`src/common/rv_isa_pkg.sv`:
```
////////////////////////////////////////////////////////////////////////////
// RISC-V ISA definitions for the retire profiler
// Major opcode encoding, the benchmark marker NOP fields and the
// instruction word union with its R-type and I-type views
////////////////////////////////////////////////////////////////////////////

package rv_isa_pkg;

    // Major opcode, instruction bits 6:2
    typedef enum logic [4:0] {
        LOAD_T      = 5'b00000,
        FENCE_T     = 5'b00011,
        ARITH_IMM_T = 5'b00100,
        AUIPC_T     = 5'b00101,
        STORE_T     = 5'b01000,
        ARITH_T     = 5'b01100,
        LUI_T       = 5'b01101,
        BRANCH_T    = 5'b11000,
        JALR_T      = 5'b11001,
        JAL_T       = 5'b11011,
        SYSTEM_T    = 5'b11100
    } opcode_t;

    // Low opcode bits of every 32-bit instruction
    localparam logic [1:0] OPCODE_LOW_32 = 2'b11;
    localparam logic [2:0] ADDI_FN3 = 3'b000;

    // Benchmark start and end markers, addi x0, x0, imm
    localparam logic [11:0] MARKER_START_IMM = 12'd12;
    localparam logic [11:0] MARKER_END_IMM = 12'd13;

    typedef struct packed {
        logic [6:0] funct7;
        logic [4:0] rs2;
        logic [4:0] rs1;
        logic [2:0] funct3;
        logic [4:0] rd;
        opcode_t    opcode;
        logic [1:0] low;
    } r_type_t;

    typedef struct packed {
        logic [11:0] imm;
        logic [4:0]  rs1;
        logic [2:0]  funct3;
        logic [4:0]  rd;
        opcode_t     opcode;
        logic [1:0]  low;
    } i_type_t;

    // One retired word, seen either as R-type or as I-type
    typedef union packed {
        r_type_t r_type;
        i_type_t i_type;
    } instr_u;

endpackage

```
`src/common/profiler_pkg.sv`:
```
////////////////////////////////////////////////////////////////////////////
// Profiler definitions
// Instruction mix counter slots, default counter width and the
// per-slot enable vector
////////////////////////////////////////////////////////////////////////////

package profiler_pkg;

    // Counter slots, MIX_NONE also holds the window cycle count
    typedef enum logic [2:0] {
        MIX_ALU   = 3'd0,
        MIX_BR    = 3'd1,
        MIX_MUL   = 3'd2,
        MIX_DIV   = 3'd3,
        MIX_LOAD  = 3'd4,
        MIX_STORE = 3'd5,
        MIX_MISC  = 3'd6,
        MIX_NONE  = 3'd7
    } mix_class_t;

    localparam int NUM_MIX = 8;
    localparam int DEFAULT_COUNT_W = 32;

    // One bit per counter slot
    typedef logic [NUM_MIX-1:0] count_en_t;

endpackage

```
`src/common/retire_class_if.sv`:
```
////////////////////////////////////////////////////////////////////////////
// Classified retire lanes from decode to the counters
////////////////////////////////////////////////////////////////////////////

`timescale 1ns/1ps

interface retire_class_if #(
    parameter int RETIRE_PORTS = 2
);

    logic                     lane_valid [RETIRE_PORTS];
    profiler_pkg::mix_class_t lane_class [RETIRE_PORTS];
    logic                     start_seen;
    logic                     end_seen;

    modport decode (
        output lane_valid, lane_class, start_seen, end_seen
    );

    modport execute (
        input lane_valid, lane_class, start_seen, end_seen
    );

endinterface

```
`src/rtl/retire_decode.sv`:
```
////////////////////////////////////////////////////////////////////////////
// Retire lane decode
// Classifies each retired word into a mix slot and flags the benchmark
// start and end marker NOPs, all outputs registered
////////////////////////////////////////////////////////////////////////////

`timescale 1ns/1ps

module retire_decode #(
    parameter int RETIRE_PORTS = 2
) (
    input  logic               clk,
    input  logic               arst_n,
    input  logic               retire_valid [RETIRE_PORTS],
    input  rv_isa_pkg::instr_u retire_instr [RETIRE_PORTS],
    retire_class_if.decode     cls
);

    profiler_pkg::mix_class_t lane_class_nxt [RETIRE_PORTS];
    logic start_nxt;
    logic end_nxt;

    function automatic profiler_pkg::mix_class_t classify(input rv_isa_pkg::instr_u instr);
        logic is_m;
        logic is_div;
        profiler_pkg::mix_class_t mix;
        // M extension flag and divide select
        is_m   = instr.r_type.funct7[0];
        is_div = instr.r_type.funct3[2];
        case (instr.r_type.opcode)
            rv_isa_pkg::ARITH_T: begin
                if (!is_m)
                    mix = profiler_pkg::MIX_ALU;
                else
                    mix = is_div ? profiler_pkg::MIX_DIV : profiler_pkg::MIX_MUL;
            end
            rv_isa_pkg::ARITH_IMM_T, rv_isa_pkg::AUIPC_T, rv_isa_pkg::LUI_T:
                mix = profiler_pkg::MIX_ALU;
            rv_isa_pkg::BRANCH_T, rv_isa_pkg::JAL_T, rv_isa_pkg::JALR_T:
                mix = profiler_pkg::MIX_BR;
            rv_isa_pkg::LOAD_T:   mix = profiler_pkg::MIX_LOAD;
            rv_isa_pkg::STORE_T:  mix = profiler_pkg::MIX_STORE;
            rv_isa_pkg::SYSTEM_T, rv_isa_pkg::FENCE_T:
                mix = profiler_pkg::MIX_MISC;
            default:              mix = profiler_pkg::MIX_NONE;
        endcase
        return mix;
    endfunction

    // addi x0, x0, imm
    function automatic logic is_marker(input rv_isa_pkg::instr_u instr, input logic [11:0] imm);
        return (instr.i_type.low == rv_isa_pkg::OPCODE_LOW_32) &&
               (instr.i_type.opcode == rv_isa_pkg::ARITH_IMM_T) &&
               (instr.i_type.funct3 == rv_isa_pkg::ADDI_FN3) &&
               (instr.i_type.rd == 5'd0) && (instr.i_type.rs1 == 5'd0) &&
               (instr.i_type.imm == imm);
    endfunction

    always_comb begin
        start_nxt = 1'b0;
        end_nxt   = 1'b0;
        for (int i = 0; i < RETIRE_PORTS; i++) begin
            lane_class_nxt[i] = classify(retire_instr[i]);
            if (retire_valid[i] && is_marker(retire_instr[i], rv_isa_pkg::MARKER_START_IMM)) begin
                start_nxt = 1'b1;
                lane_class_nxt[i] = profiler_pkg::MIX_NONE;
            end
            // The end marker itself is never counted
            if (retire_valid[i] && is_marker(retire_instr[i], rv_isa_pkg::MARKER_END_IMM)) begin
                end_nxt = 1'b1;
                lane_class_nxt[i] = profiler_pkg::MIX_NONE;
            end
        end
    end

    always_ff @(posedge clk or negedge arst_n) begin
        if (!arst_n) begin
            for (int i = 0; i < RETIRE_PORTS; i++)
                cls.lane_valid[i] <= 1'b0;
            cls.start_seen <= 1'b0;
            cls.end_seen   <= 1'b0;
        end else begin
            for (int i = 0; i < RETIRE_PORTS; i++)
                cls.lane_valid[i] <= retire_valid[i];
            cls.start_seen <= start_nxt;
            cls.end_seen   <= end_nxt;
        end
    end

    always_ff @(posedge clk) begin
        for (int i = 0; i < RETIRE_PORTS; i++)
            cls.lane_class[i] <= lane_class_nxt[i];
    end

    // Core must not retire both markers in one cycle
    a_markers_exclusive: assert property (@(posedge clk) disable iff (!arst_n)
        !(cls.start_seen && cls.end_seen));

endmodule

```
`src/rtl/mix_counters.sv`:
```
////////////////////////////////////////////////////////////////////////////
// Collection window and instruction mix counters
// Saturating per-class counters plus a window cycle counter
////////////////////////////////////////////////////////////////////////////

`timescale 1ns/1ps

module mix_counters #(
    parameter int RETIRE_PORTS = 2,
    parameter int COUNT_W      = 32
) (
    input  logic                 clk,
    input  logic                 arst_n,
    retire_class_if.execute      cls,
    output logic [COUNT_W-1:0]   counts [profiler_pkg::NUM_MIX],
    output logic                 collecting
);

    // Enough bits for every lane hitting one class
    localparam int INC_W = $clog2(RETIRE_PORTS + 1);

    profiler_pkg::count_en_t lane_hit [RETIRE_PORTS];
    logic [INC_W-1:0]        inc      [profiler_pkg::NUM_MIX];
    logic [COUNT_W:0]        sum      [profiler_pkg::NUM_MIX];

    ////////////////////////////////////////////////////////////////////////////
    // Increment per slot

    always_comb begin
        for (int l = 0; l < RETIRE_PORTS; l++) begin
            lane_hit[l] = '0;
            if (cls.lane_valid[l] && cls.lane_class[l] != profiler_pkg::MIX_NONE)
                lane_hit[l][cls.lane_class[l]] = 1'b1;
        end
        for (int c = 0; c < profiler_pkg::NUM_MIX; c++) begin
            inc[c] = '0;
            for (int l = 0; l < RETIRE_PORTS; l++)
                inc[c] = inc[c] + INC_W'(lane_hit[l][c]);
        end
        // Cycle slot counts every window cycle
        inc[int'(profiler_pkg::MIX_NONE)] = INC_W'(1);
        for (int c = 0; c < profiler_pkg::NUM_MIX; c++)
            sum[c] = {1'b0, counts[c]} + (COUNT_W + 1)'(inc[c]);
    end

    ////////////////////////////////////////////////////////////////////////////
    // Window state and counters

    always_ff @(posedge clk or negedge arst_n) begin
        if (!arst_n) begin
            collecting <= 1'b0;
            for (int c = 0; c < profiler_pkg::NUM_MIX; c++)
                counts[c] <= '0;
        end else if (cls.start_seen) begin
            // Lanes beside the start marker are dropped
            collecting <= 1'b1;
            for (int c = 0; c < profiler_pkg::NUM_MIX; c++)
                counts[c] <= '0;
        end else begin
            if (cls.end_seen)
                collecting <= 1'b0;
            if (collecting) begin
                for (int c = 0; c < profiler_pkg::NUM_MIX; c++)
                    counts[c] <= sum[c][COUNT_W] ? '1 : sum[c][COUNT_W-1:0];
            end
        end
    end

    // Counters only move down when a start marker clears them
    for (genvar c = 0; c < profiler_pkg::NUM_MIX; c++) begin : g_no_decrease
        a_no_decrease: assert property (@(posedge clk) disable iff (!arst_n)
            !$past(cls.start_seen) |-> (counts[c] >= $past(counts[c])));
    end

endmodule

```
`src/rtl/count_readout.sv`:
```
////////////////////////////////////////////////////////////////////////////
// Counter readback
// Valid/ready query port with a one-entry response register
////////////////////////////////////////////////////////////////////////////

`timescale 1ns/1ps

module count_readout #(
    parameter int COUNT_W = profiler_pkg::DEFAULT_COUNT_W
) (
    input  logic                     clk,
    input  logic                     arst_n,
    input  logic [COUNT_W-1:0]       counts [profiler_pkg::NUM_MIX],
    input  logic                     query_valid,
    input  profiler_pkg::mix_class_t query_sel,
    output logic                     query_ready,
    output logic                     resp_valid,
    output logic [COUNT_W-1:0]       resp_count,
    input  logic                     resp_ready
);

    logic accept;

    // Single outstanding response
    assign query_ready = !resp_valid;
    assign accept      = query_valid && query_ready;

    always_ff @(posedge clk or negedge arst_n) begin
        if (!arst_n)
            resp_valid <= 1'b0;
        else if (accept)
            resp_valid <= 1'b1;
        else if (resp_ready)
            resp_valid <= 1'b0;
    end

    // Snapshot of the selected counter at acceptance
    always_ff @(posedge clk) begin
        if (accept)
            resp_count <= counts[query_sel];
    end

    // Response holds under back-pressure
    a_resp_stable: assert property (@(posedge clk) disable iff (!arst_n)
        (resp_valid && !resp_ready) |=> (resp_valid && $stable(resp_count)));

endmodule

```
`src/rtl/retire_profiler.sv`:
```
////////////////////////////////////////////////////////////////////////////
// Retire trace profiler top level
// Decode, mix counters and counter readback
////////////////////////////////////////////////////////////////////////////

`timescale 1ns/1ps

module retire_profiler #(
    parameter int RETIRE_PORTS = 2,
    parameter int COUNT_W      = profiler_pkg::DEFAULT_COUNT_W
) (
    input  logic                     clk,
    input  logic                     arst_n,
    // Retire ports of the core
    input  logic                     retire_valid [RETIRE_PORTS],
    input  logic [31:0]              retire_instr [RETIRE_PORTS],
    // Query and response
    input  logic                     query_valid,
    input  profiler_pkg::mix_class_t query_sel,
    output logic                     query_ready,
    output logic                     resp_valid,
    output logic [COUNT_W-1:0]       resp_count,
    input  logic                     resp_ready,
    // Window status
    output logic                     collecting
);

    logic [COUNT_W-1:0] counts [profiler_pkg::NUM_MIX];

    retire_class_if #(.RETIRE_PORTS(RETIRE_PORTS)) cls_if ();

    retire_decode #(
        .RETIRE_PORTS (RETIRE_PORTS)
    ) retire_decode_i (
        .clk          (clk),
        .arst_n       (arst_n),
        .retire_valid (retire_valid),
        .retire_instr (retire_instr),
        .cls          (cls_if)
    );

    mix_counters #(
        .RETIRE_PORTS (RETIRE_PORTS),
        .COUNT_W      (COUNT_W)
    ) mix_counters_i (
        .clk        (clk),
        .arst_n     (arst_n),
        .cls        (cls_if),
        .counts     (counts),
        .collecting (collecting)
    );

    count_readout #(
        .COUNT_W (COUNT_W)
    ) count_readout_i (
        .clk         (clk),
        .arst_n      (arst_n),
        .counts      (counts),
        .query_valid (query_valid),
        .query_sel   (query_sel),
        .query_ready (query_ready),
        .resp_valid  (resp_valid),
        .resp_count  (resp_count),
        .resp_ready  (resp_ready)
    );

endmodule

```
`config.mk`:
```
export PLATFORM = sky130hd
export DESIGN_NAME = retire_profiler
export DESIGN_NICKNAME = d
export VERILOG_FILES = /design/src/common/rv_isa_pkg.sv /design/src/common/profiler_pkg.sv /design/src/common/retire_class_if.sv /design/src/rtl/retire_decode.sv /design/src/rtl/mix_counters.sv /design/src/rtl/count_readout.sv /design/src/rtl/retire_profiler.sv
export SDC_FILE = /design/constraint.sdc
export NUM_CORES = 1
export LEC_CHECK = 0
export ABC_AREA = 1
export BUFFER_PORTS_ARGS = -buffer_cell sky130_fd_sc_hd__buf_2
export CELL_PAD_IN_SITES_DETAIL_PLACEMENT = 0
export CELL_PAD_IN_SITES_GLOBAL_PLACEMENT = 1
export CORE_MARGIN = 2
export CORE_UTILIZATION = 48
export DETAILED_ROUTE_END_ITERATION = 8
export PLACE_DENSITY = 0.95
export SYNTH_ARGS = -nofsm -noshare
export SYNTH_HDL_FRONTEND = slang
export SYNTH_SLANG_ARGS = --single-unit
```
`constraint.sdc`:
```
create_clock -name clk -period 4.74 [get_ports clk]
set_clock_uncertainty 0.2 [all_clocks]
set_input_delay 1.422 -clock clk [delete_from_list [all_inputs] [get_ports clk]]
set_output_delay 1.422 -clock clk [all_outputs]
set_load 0.005 [all_outputs]
```
After elaboration in Yosys (flattened, before gate mapping):

Index checks and enable logic that the tools add are counted.
Widths: inputs -> output; s select.

* flip-flop bits (word level): 300
* output and inout bits: 35
* logic and storage cells: 140

* $add $sub $neg: 15
* magnitude comparators: 5
* equal/unequal tests: 28
* multiplexer cells: 33
* bitwise operators: 1
* reduce and logical (&&, ||, !) cells: 41

Operators with widths (count)
* $mux 256: 2
* $mux 32: 10
* $add 32x2->33: 7
* $bmux 32 s3: 1
* $eq 12x4->1 const B: 4
* $eq 5x5->1 const B: 8
* $pmux 3 s6: 2
* $add 32x1->33 const B: 1
* $eq 5x4->1 const B: 6
* $logic_not 5->1: 6
* $logic_and 1x1->1: 21
* $eq 5x3->1 const B: 4
* $add 1x1->2: 7
* $mux 7: 2
* $mux 1: 12
* $reduce_or 3->1: 4
* $eq 5x2->1 const B: 2
* $lt 3x4->1 const B: 2
* $reduce_or 2->1: 4
* $demux 1 s3: 2
* $ge 3x1->1 const B: 2
* $logic_not 3->1: 2
* $mux 3: 2
* $ne 3x3->1 const B: 2
* 5 further kinds: 8

Longest topological paths before layout:

* word-level depth: 10
* depth in mapped cells: 15
* gate-level depth less buffers: 15

By module:

A second synthesis with hierarchy kept.

* cell total of the unflattened synthesis: 3845
* area, all modules: 23078.4 sq um

By module, submodules not included
* mix_counters: instances 1, cells an instance 2813, area each 17797.1 sq um, sequential area each 6431.2 sq um
* count_readout: instances 1, cells an instance 888, area each 4483.0 sq um, sequential area each 985.9 sq um
* retire_decode: instances 1, cells an instance 144, area each 798.3 sq um, sequential area each 220.2 sq um

Worst setup path after synthesis:

Ideal clock, no wire load.

* path type: input to register
* from: in query_sel[0]
* to: reg count_readout_i.resp_count[5] (data pin)
* library setup time: 0.253 ns
* arrival: 2.333 ns
* required time: 4.287 ns
* setup slack: 1.954 ns
* stages: 9
* cells stage by stage: buf_2 > inv_2 > buf_2 > clkbuf_1 > a21oi_1 > o21ai_0 > o21ai_1 > nand2_1 > nand2_1

* word-level cells in the longest chain between the ends: 4

RTL lines
* from (decl): line retire_profiler.sv:19 `input profiler_pkg::mix_class_t query_sel,`
* $not 3->4 (not written as such): line count_readout.sv:40 `resp_count <= counts[query_sel];`
* $bmux 32 s3: line count_readout.sv:40
* $mux 32 (not written as such) (2 in series): line count_readout.sv:40
* to (signal assigned): line count_readout.sv:40
* to (decl): line count_readout.sv:18 `output logic [COUNT_W-1:0] resp_count,`

Every way passes these cells. The select of a mux whose other input is x is not followed.
A chain may end at the register's enable or synchronous reset.

Final worst setup path:

* from: reg retire_decode_i.cls.lane_class[3]
* to: reg mix_counters_i.counts[249] (netlist bit)

* word-level cells in the longest chain between the ends: 10

RTL lines
* from (decl): line retire_class_if.sv:17 `output lane_valid, lane_class, start_seen, end_seen`
* from (signal, indexed assignment): line retire_decode.sv:92 `cls.lane_class[i] <= lane_class_nxt[i];`
* $lt 3x4->1 (not written as such) or $ge 3x1->1 (tied branches): line mix_counters.sv:33 `lane_hit[l][cls.lane_class[l]] = 1'b1;`
* $logic_and 1x1->1 (not written as such): line mix_counters.sv:33
* $mux 1 (not written as such): line mix_counters.sv:33
* $demux 1 s3
* $mux 7 *: line mix_counters.sv:32 `if (cls.lane_valid[l] && cls.lane_class[l] != profiler_pkg::MIX_NONE)`
* $add 1x1->2 *: line mix_counters.sv:38 `inc[c] = inc[c] + INC_W'(lane_hit[l][c]);`
* $add 32x2->33 *: line mix_counters.sv:43 `sum[c] = {1'b0, counts[c]} + (COUNT_W + 1)'(inc[c]);`
* $mux 32 *: line mix_counters.sv:64 `counts[c] <= sum[c][COUNT_W] ? '1 : sum[c][COUNT_W-1:0];`
* $mux 256 *: line mix_counters.sv:62 `if (collecting) begin`
* $mux 256 *: line mix_counters.sv:54 `end else if (cls.start_seen) begin`
* to (signal, indexed assignment): line mix_counters.sv:64
* to (decl): line mix_counters.sv:15 `output logic [COUNT_W-1:0] counts [profiler_pkg::NUM_MIX],`

Every way passes the cells marked *; elsewhere a longest branch is shown, timed or not. The select of a mux whose other input is x is not followed.

==> summary.md <==
| Metric | Value |
|---|---|
| Clock Latency Late Sink | approximately 560 ps |
| DP Worst Slack | between 1000 and 1500 ps |
| IO Count | between 100 and 150 |
| Largest net degree at the start of global routing | around 190 |
| Max-Cap Viols | 0 |
| H-tree levels | 2 |
| Setup TNS | 0 ps |
| Post-synthesis compound-gate area fraction | roughly 8.4% |
| Worst reg2reg setup slack | between 1000 and 1500 ps |
| PwrDens | approximately 240 mW/mm2 |
| Share of the synthesized area in the top cell type | between 20 and 30% |
| GPL Wtd Cong | slightly below 1 |
| IO Port Bufs | about 110 |
| Hold WC Path Type | flip-flop to flip-flop |
| Initial Util | between 40 and 50% |
| Overall Global Routing Usage | 32.4% |
| Netlist Area Pre-Place | about 0.022 mm2 |
| Leading area contributor after synthesis | dfrtp_1 |
| Drt total wl | roughly 77,000 um |
| Hold slack final | approximately 240 ps |
| WP data arrival | ~3700 ps |
| Final setup margin | between 1000 and 1500 ps |
| Fillers | between 4k and 5k |
| Critical Path Source | retire_decode_i.cls.lane_class[3] |
| Crit. End Element | flip-flop |
| Hold-fix buffers, CTS | 0 |
| Via Count | between 20k and 25k |
| DRC | 0 |
| Switching Power | about 1.4 mW |
| Root Driver | clkbuf_16 |
| Routed len/inst | 18.2 um |
| Least-Margin Pin Slew | 1060 ps |
| DR iter-0 viols | around 2.8k |
| Vias per cell | between 5 and 6 |
| First-pass GRT wire length | ~120,000 um |
| Layout cell share with drive strength beyond 1 | under 10% |
| Die H | about 220 um |
| Area Growth Syn to Fin | 9.57% |
| Clock share of power | 49.4% |
| Postcts setup bufs | 0 |
| Worst Path Class, Setup | flip-flop to flip-flop |
| Sw Ratio | roughly 24% |
| Fmax | ~0.30 GHz |
| Antenna fix cells | 0 |
| DIE WIDTH | around 220 um |
| Reg clk slew, reported paths | 60 ps |
| Fin crit share | 71.4% |
| Vias in the first global route | 20.9k |
| Synth cell types | 39 |
| Post-Synth XOR/XNOR Area | under 10% |
| Bufs on Longest Clock Path | 3 |
| Synthesis-stage register bit count | 300 |
| Max-slew violations | 0 |
| Fin crit period | about 3400 ps |
| Antenna-violating nets left | 0 |
| Final Cell Area | around 0.024 mm2 |
| Detailed placement HPWL | roughly 56,000 um |
| Post-placement cell area | between 0.02 and 0.025 mm2 |
| First-pass detailed-route iteration total | 6 |
| Final Hold Viols | 0 |
| Critical path fanouts, max | 20 |
| Cts repair resizes | 0 |
| Num CTS Buffers | 38 |
| WHS Path Cells | 1 |
| CTS tree | built |
| Non-Filler Instances | 4,225 |
| Commonest non-fill, non-tap cell in the layout | nand2_1 |
| Seq pwr share | 45.1% |
| Clock Sinks | 300 |
| R2R cell count | 11 |
| Cell count after synthesis | 3,561 |
| FF-to-FF Start | retire_decode_i.cls.lane_class[3] |
| Setup crit start kind | flip-flop |
| Final nets | ~3.7k |
| Sequential-to-total area share from yosys stat | roughly 35% |
| Core Region | ~0.045 mm2 |
| Reg-to-Reg End | mix_counters_i.counts[249] |
| Final setup viols | 0 |
| Comb pwr share | under 10% |
| Post-Syn Nets | around 3.6k |
| Main combinational cell family by area after synthesis | simple AND/OR/NAND/NOR gates |
| Syn. warnings | 0 |
| # rows | a little under 80 |
| RSZ-0062 raised after global routing | false |
| Most frequent cells in the layout | nand2_1, nor2_1, nand3_1, inv_1, dfrtp_1 |
| Mux cell area share after synthesis | 0% |
| Internal | approximately 4.5 mW |
| Adder-cell share of the synthesized area | about 1.1% |
| Syn avg cell area | a little over 6 um2 |
| Grt ovf | 0 |
| Lkg Pwr | between 10 and 15 nW |
| Outcome | complete, no violations |
| WHS Endpoint | mix_counters_i.collecting |
| Worst slew margin | between 20 and 30% |
| Initial antenna violation count | 2 |
| Dpl cells | between 4k and 5k |
| Die footprint | between 0.04 and 0.05 mm2 |
| WP data required | slightly above 5000 ps |
| Synth top area cells | dfrtp_1, nand2_1, nand3_1 |
| Min-delay src | retire_decode_i.cls.end_seen |
| Post-synthesis simple-gate area fraction | a little under half |
| IR drop worst, VDD | 0.000262 V |
kinds of logic (layout without fill, tap and decap cells):
family	after synthesis	after routing
buf+inv	439	503
flops	300	300
xor+xnor	56	56
simple gates	2394	2394
fa+ha+maj	15	15
compound gates	357	357
worst max-delay path, cell delays in order (launching register included):
cell and delay (ps):
dfxtp_1 320, nor4_1 480, fa_1 380, ha_1 260, inv_1 80, nor2_2 170, nand2_1 140, nor2_1 170
nand3_1 640, nand3_1 300, nand2_1 90, nand2_1 100
cells in the mapped netlist (all sizes together):
cell,n
and2,1
inv,313
buf,80
nor3b,6
clkbuf,46
xnor2,15
nor4,2
dfxtp,6
or2,3
nor2,470
nor3,13
fa,7
a31oi,28
a21oi,114
nand3b,21
edfxtp,32
ha,8
o31ai,1
xor2,41
o22ai,7
nand4,45
o21bai,2
nand3,341
nand2,1492
o21ai,197
dfrtp,262
o211ai,8
power by group through the flow:
| stage | clock network, mW | logic [mW] | registers [mW] |
|---|---|---|---|
| 6_report | 2.93 | 0.323 | 2.68 |
| 5_1_grt | 3.07 | 0.363 | 2.67 |
| 4_1_cts | 2.97 | 0.321 | 2.67 |
| 3_5_place_dp | 0 | 0.321 | 2.72 |
| 3_3_place_gp | 0 | 0.314 | 2.72 |
| 2_1_floorplan | 0 | 0.159 | 2.70 |
state kept, by name, summed over array words and instances, names as in the netlist:
name / flops
retire_decode_i.cls.start_seen: 1
count_readout_i.resp_count: 32
retire_decode_i.cls.lane_valid: 2
mix_counters_i.counts: 256
mix_counters_i.collecting: 1
count_readout_i.resp_valid: 1
retire_decode_i.cls.end_seen: 1
retire_decode_i.cls.lane_class: 6
worst max-delay path by stage:
| stage | end | slack [ps] | cells after the start |
|---|---|---|---|
| 5_1_grt | mix_counters_i.counts[247] | 1080 | 11 |
| 3_5_place_dp | count_readout_i.resp_count[22] | 1120 | 7 |
| 6_report | mix_counters_i.counts[249] | 1360 | 11 |
| 4_1_cts | mix_counters_i.counts[250] | 1370 | 11 |
| 3_3_place_gp | count_readout_i.resp_count[21] | 1210 | 7 |
| 2_1_floorplan | count_readout_i.resp_count[5] | 1950 | 9 |
per-layer routing:
layer | up-vias | GRT usage [%] | routed length, um | share of wire, %
met5 | - | 0 | 28 | 0.037
li1 | 11400 | - | - | -
met1 | 10600 | 44.1 | 32300 | 42
met3 | 179 | 6.04 | 6690 | 8.7
met4 | 4 | 16.2 | 4070 | 5.3
met2 | 1013 | 49.1 | 33600 | 44
area by class of cell:
class                           count  area (um2)  share of cell area (%)
Multi-Input combinational cell   2822       12700                    52.4
Timing Repair Buffer              123         718                    2.96
Tap cell                          600         751                    3.10
Sequential cell                   300        7640                    31.5
Clock inverter                      9        72.6                   0.299
Inverter                          313        1180                    4.86
Clock buffer                       58        1170                    4.83
stage by stage:
stage | power, mW | util (%)
global route | 6.11 | 53.3
global placement | 3.04 | 50.6
CTS | 5.96 | 53.3
detailed placement | 3.04 | 50.6
floorplan | 2.86 | -
finish | 5.93 | 53.3
(Power assumes the default switching activity.)
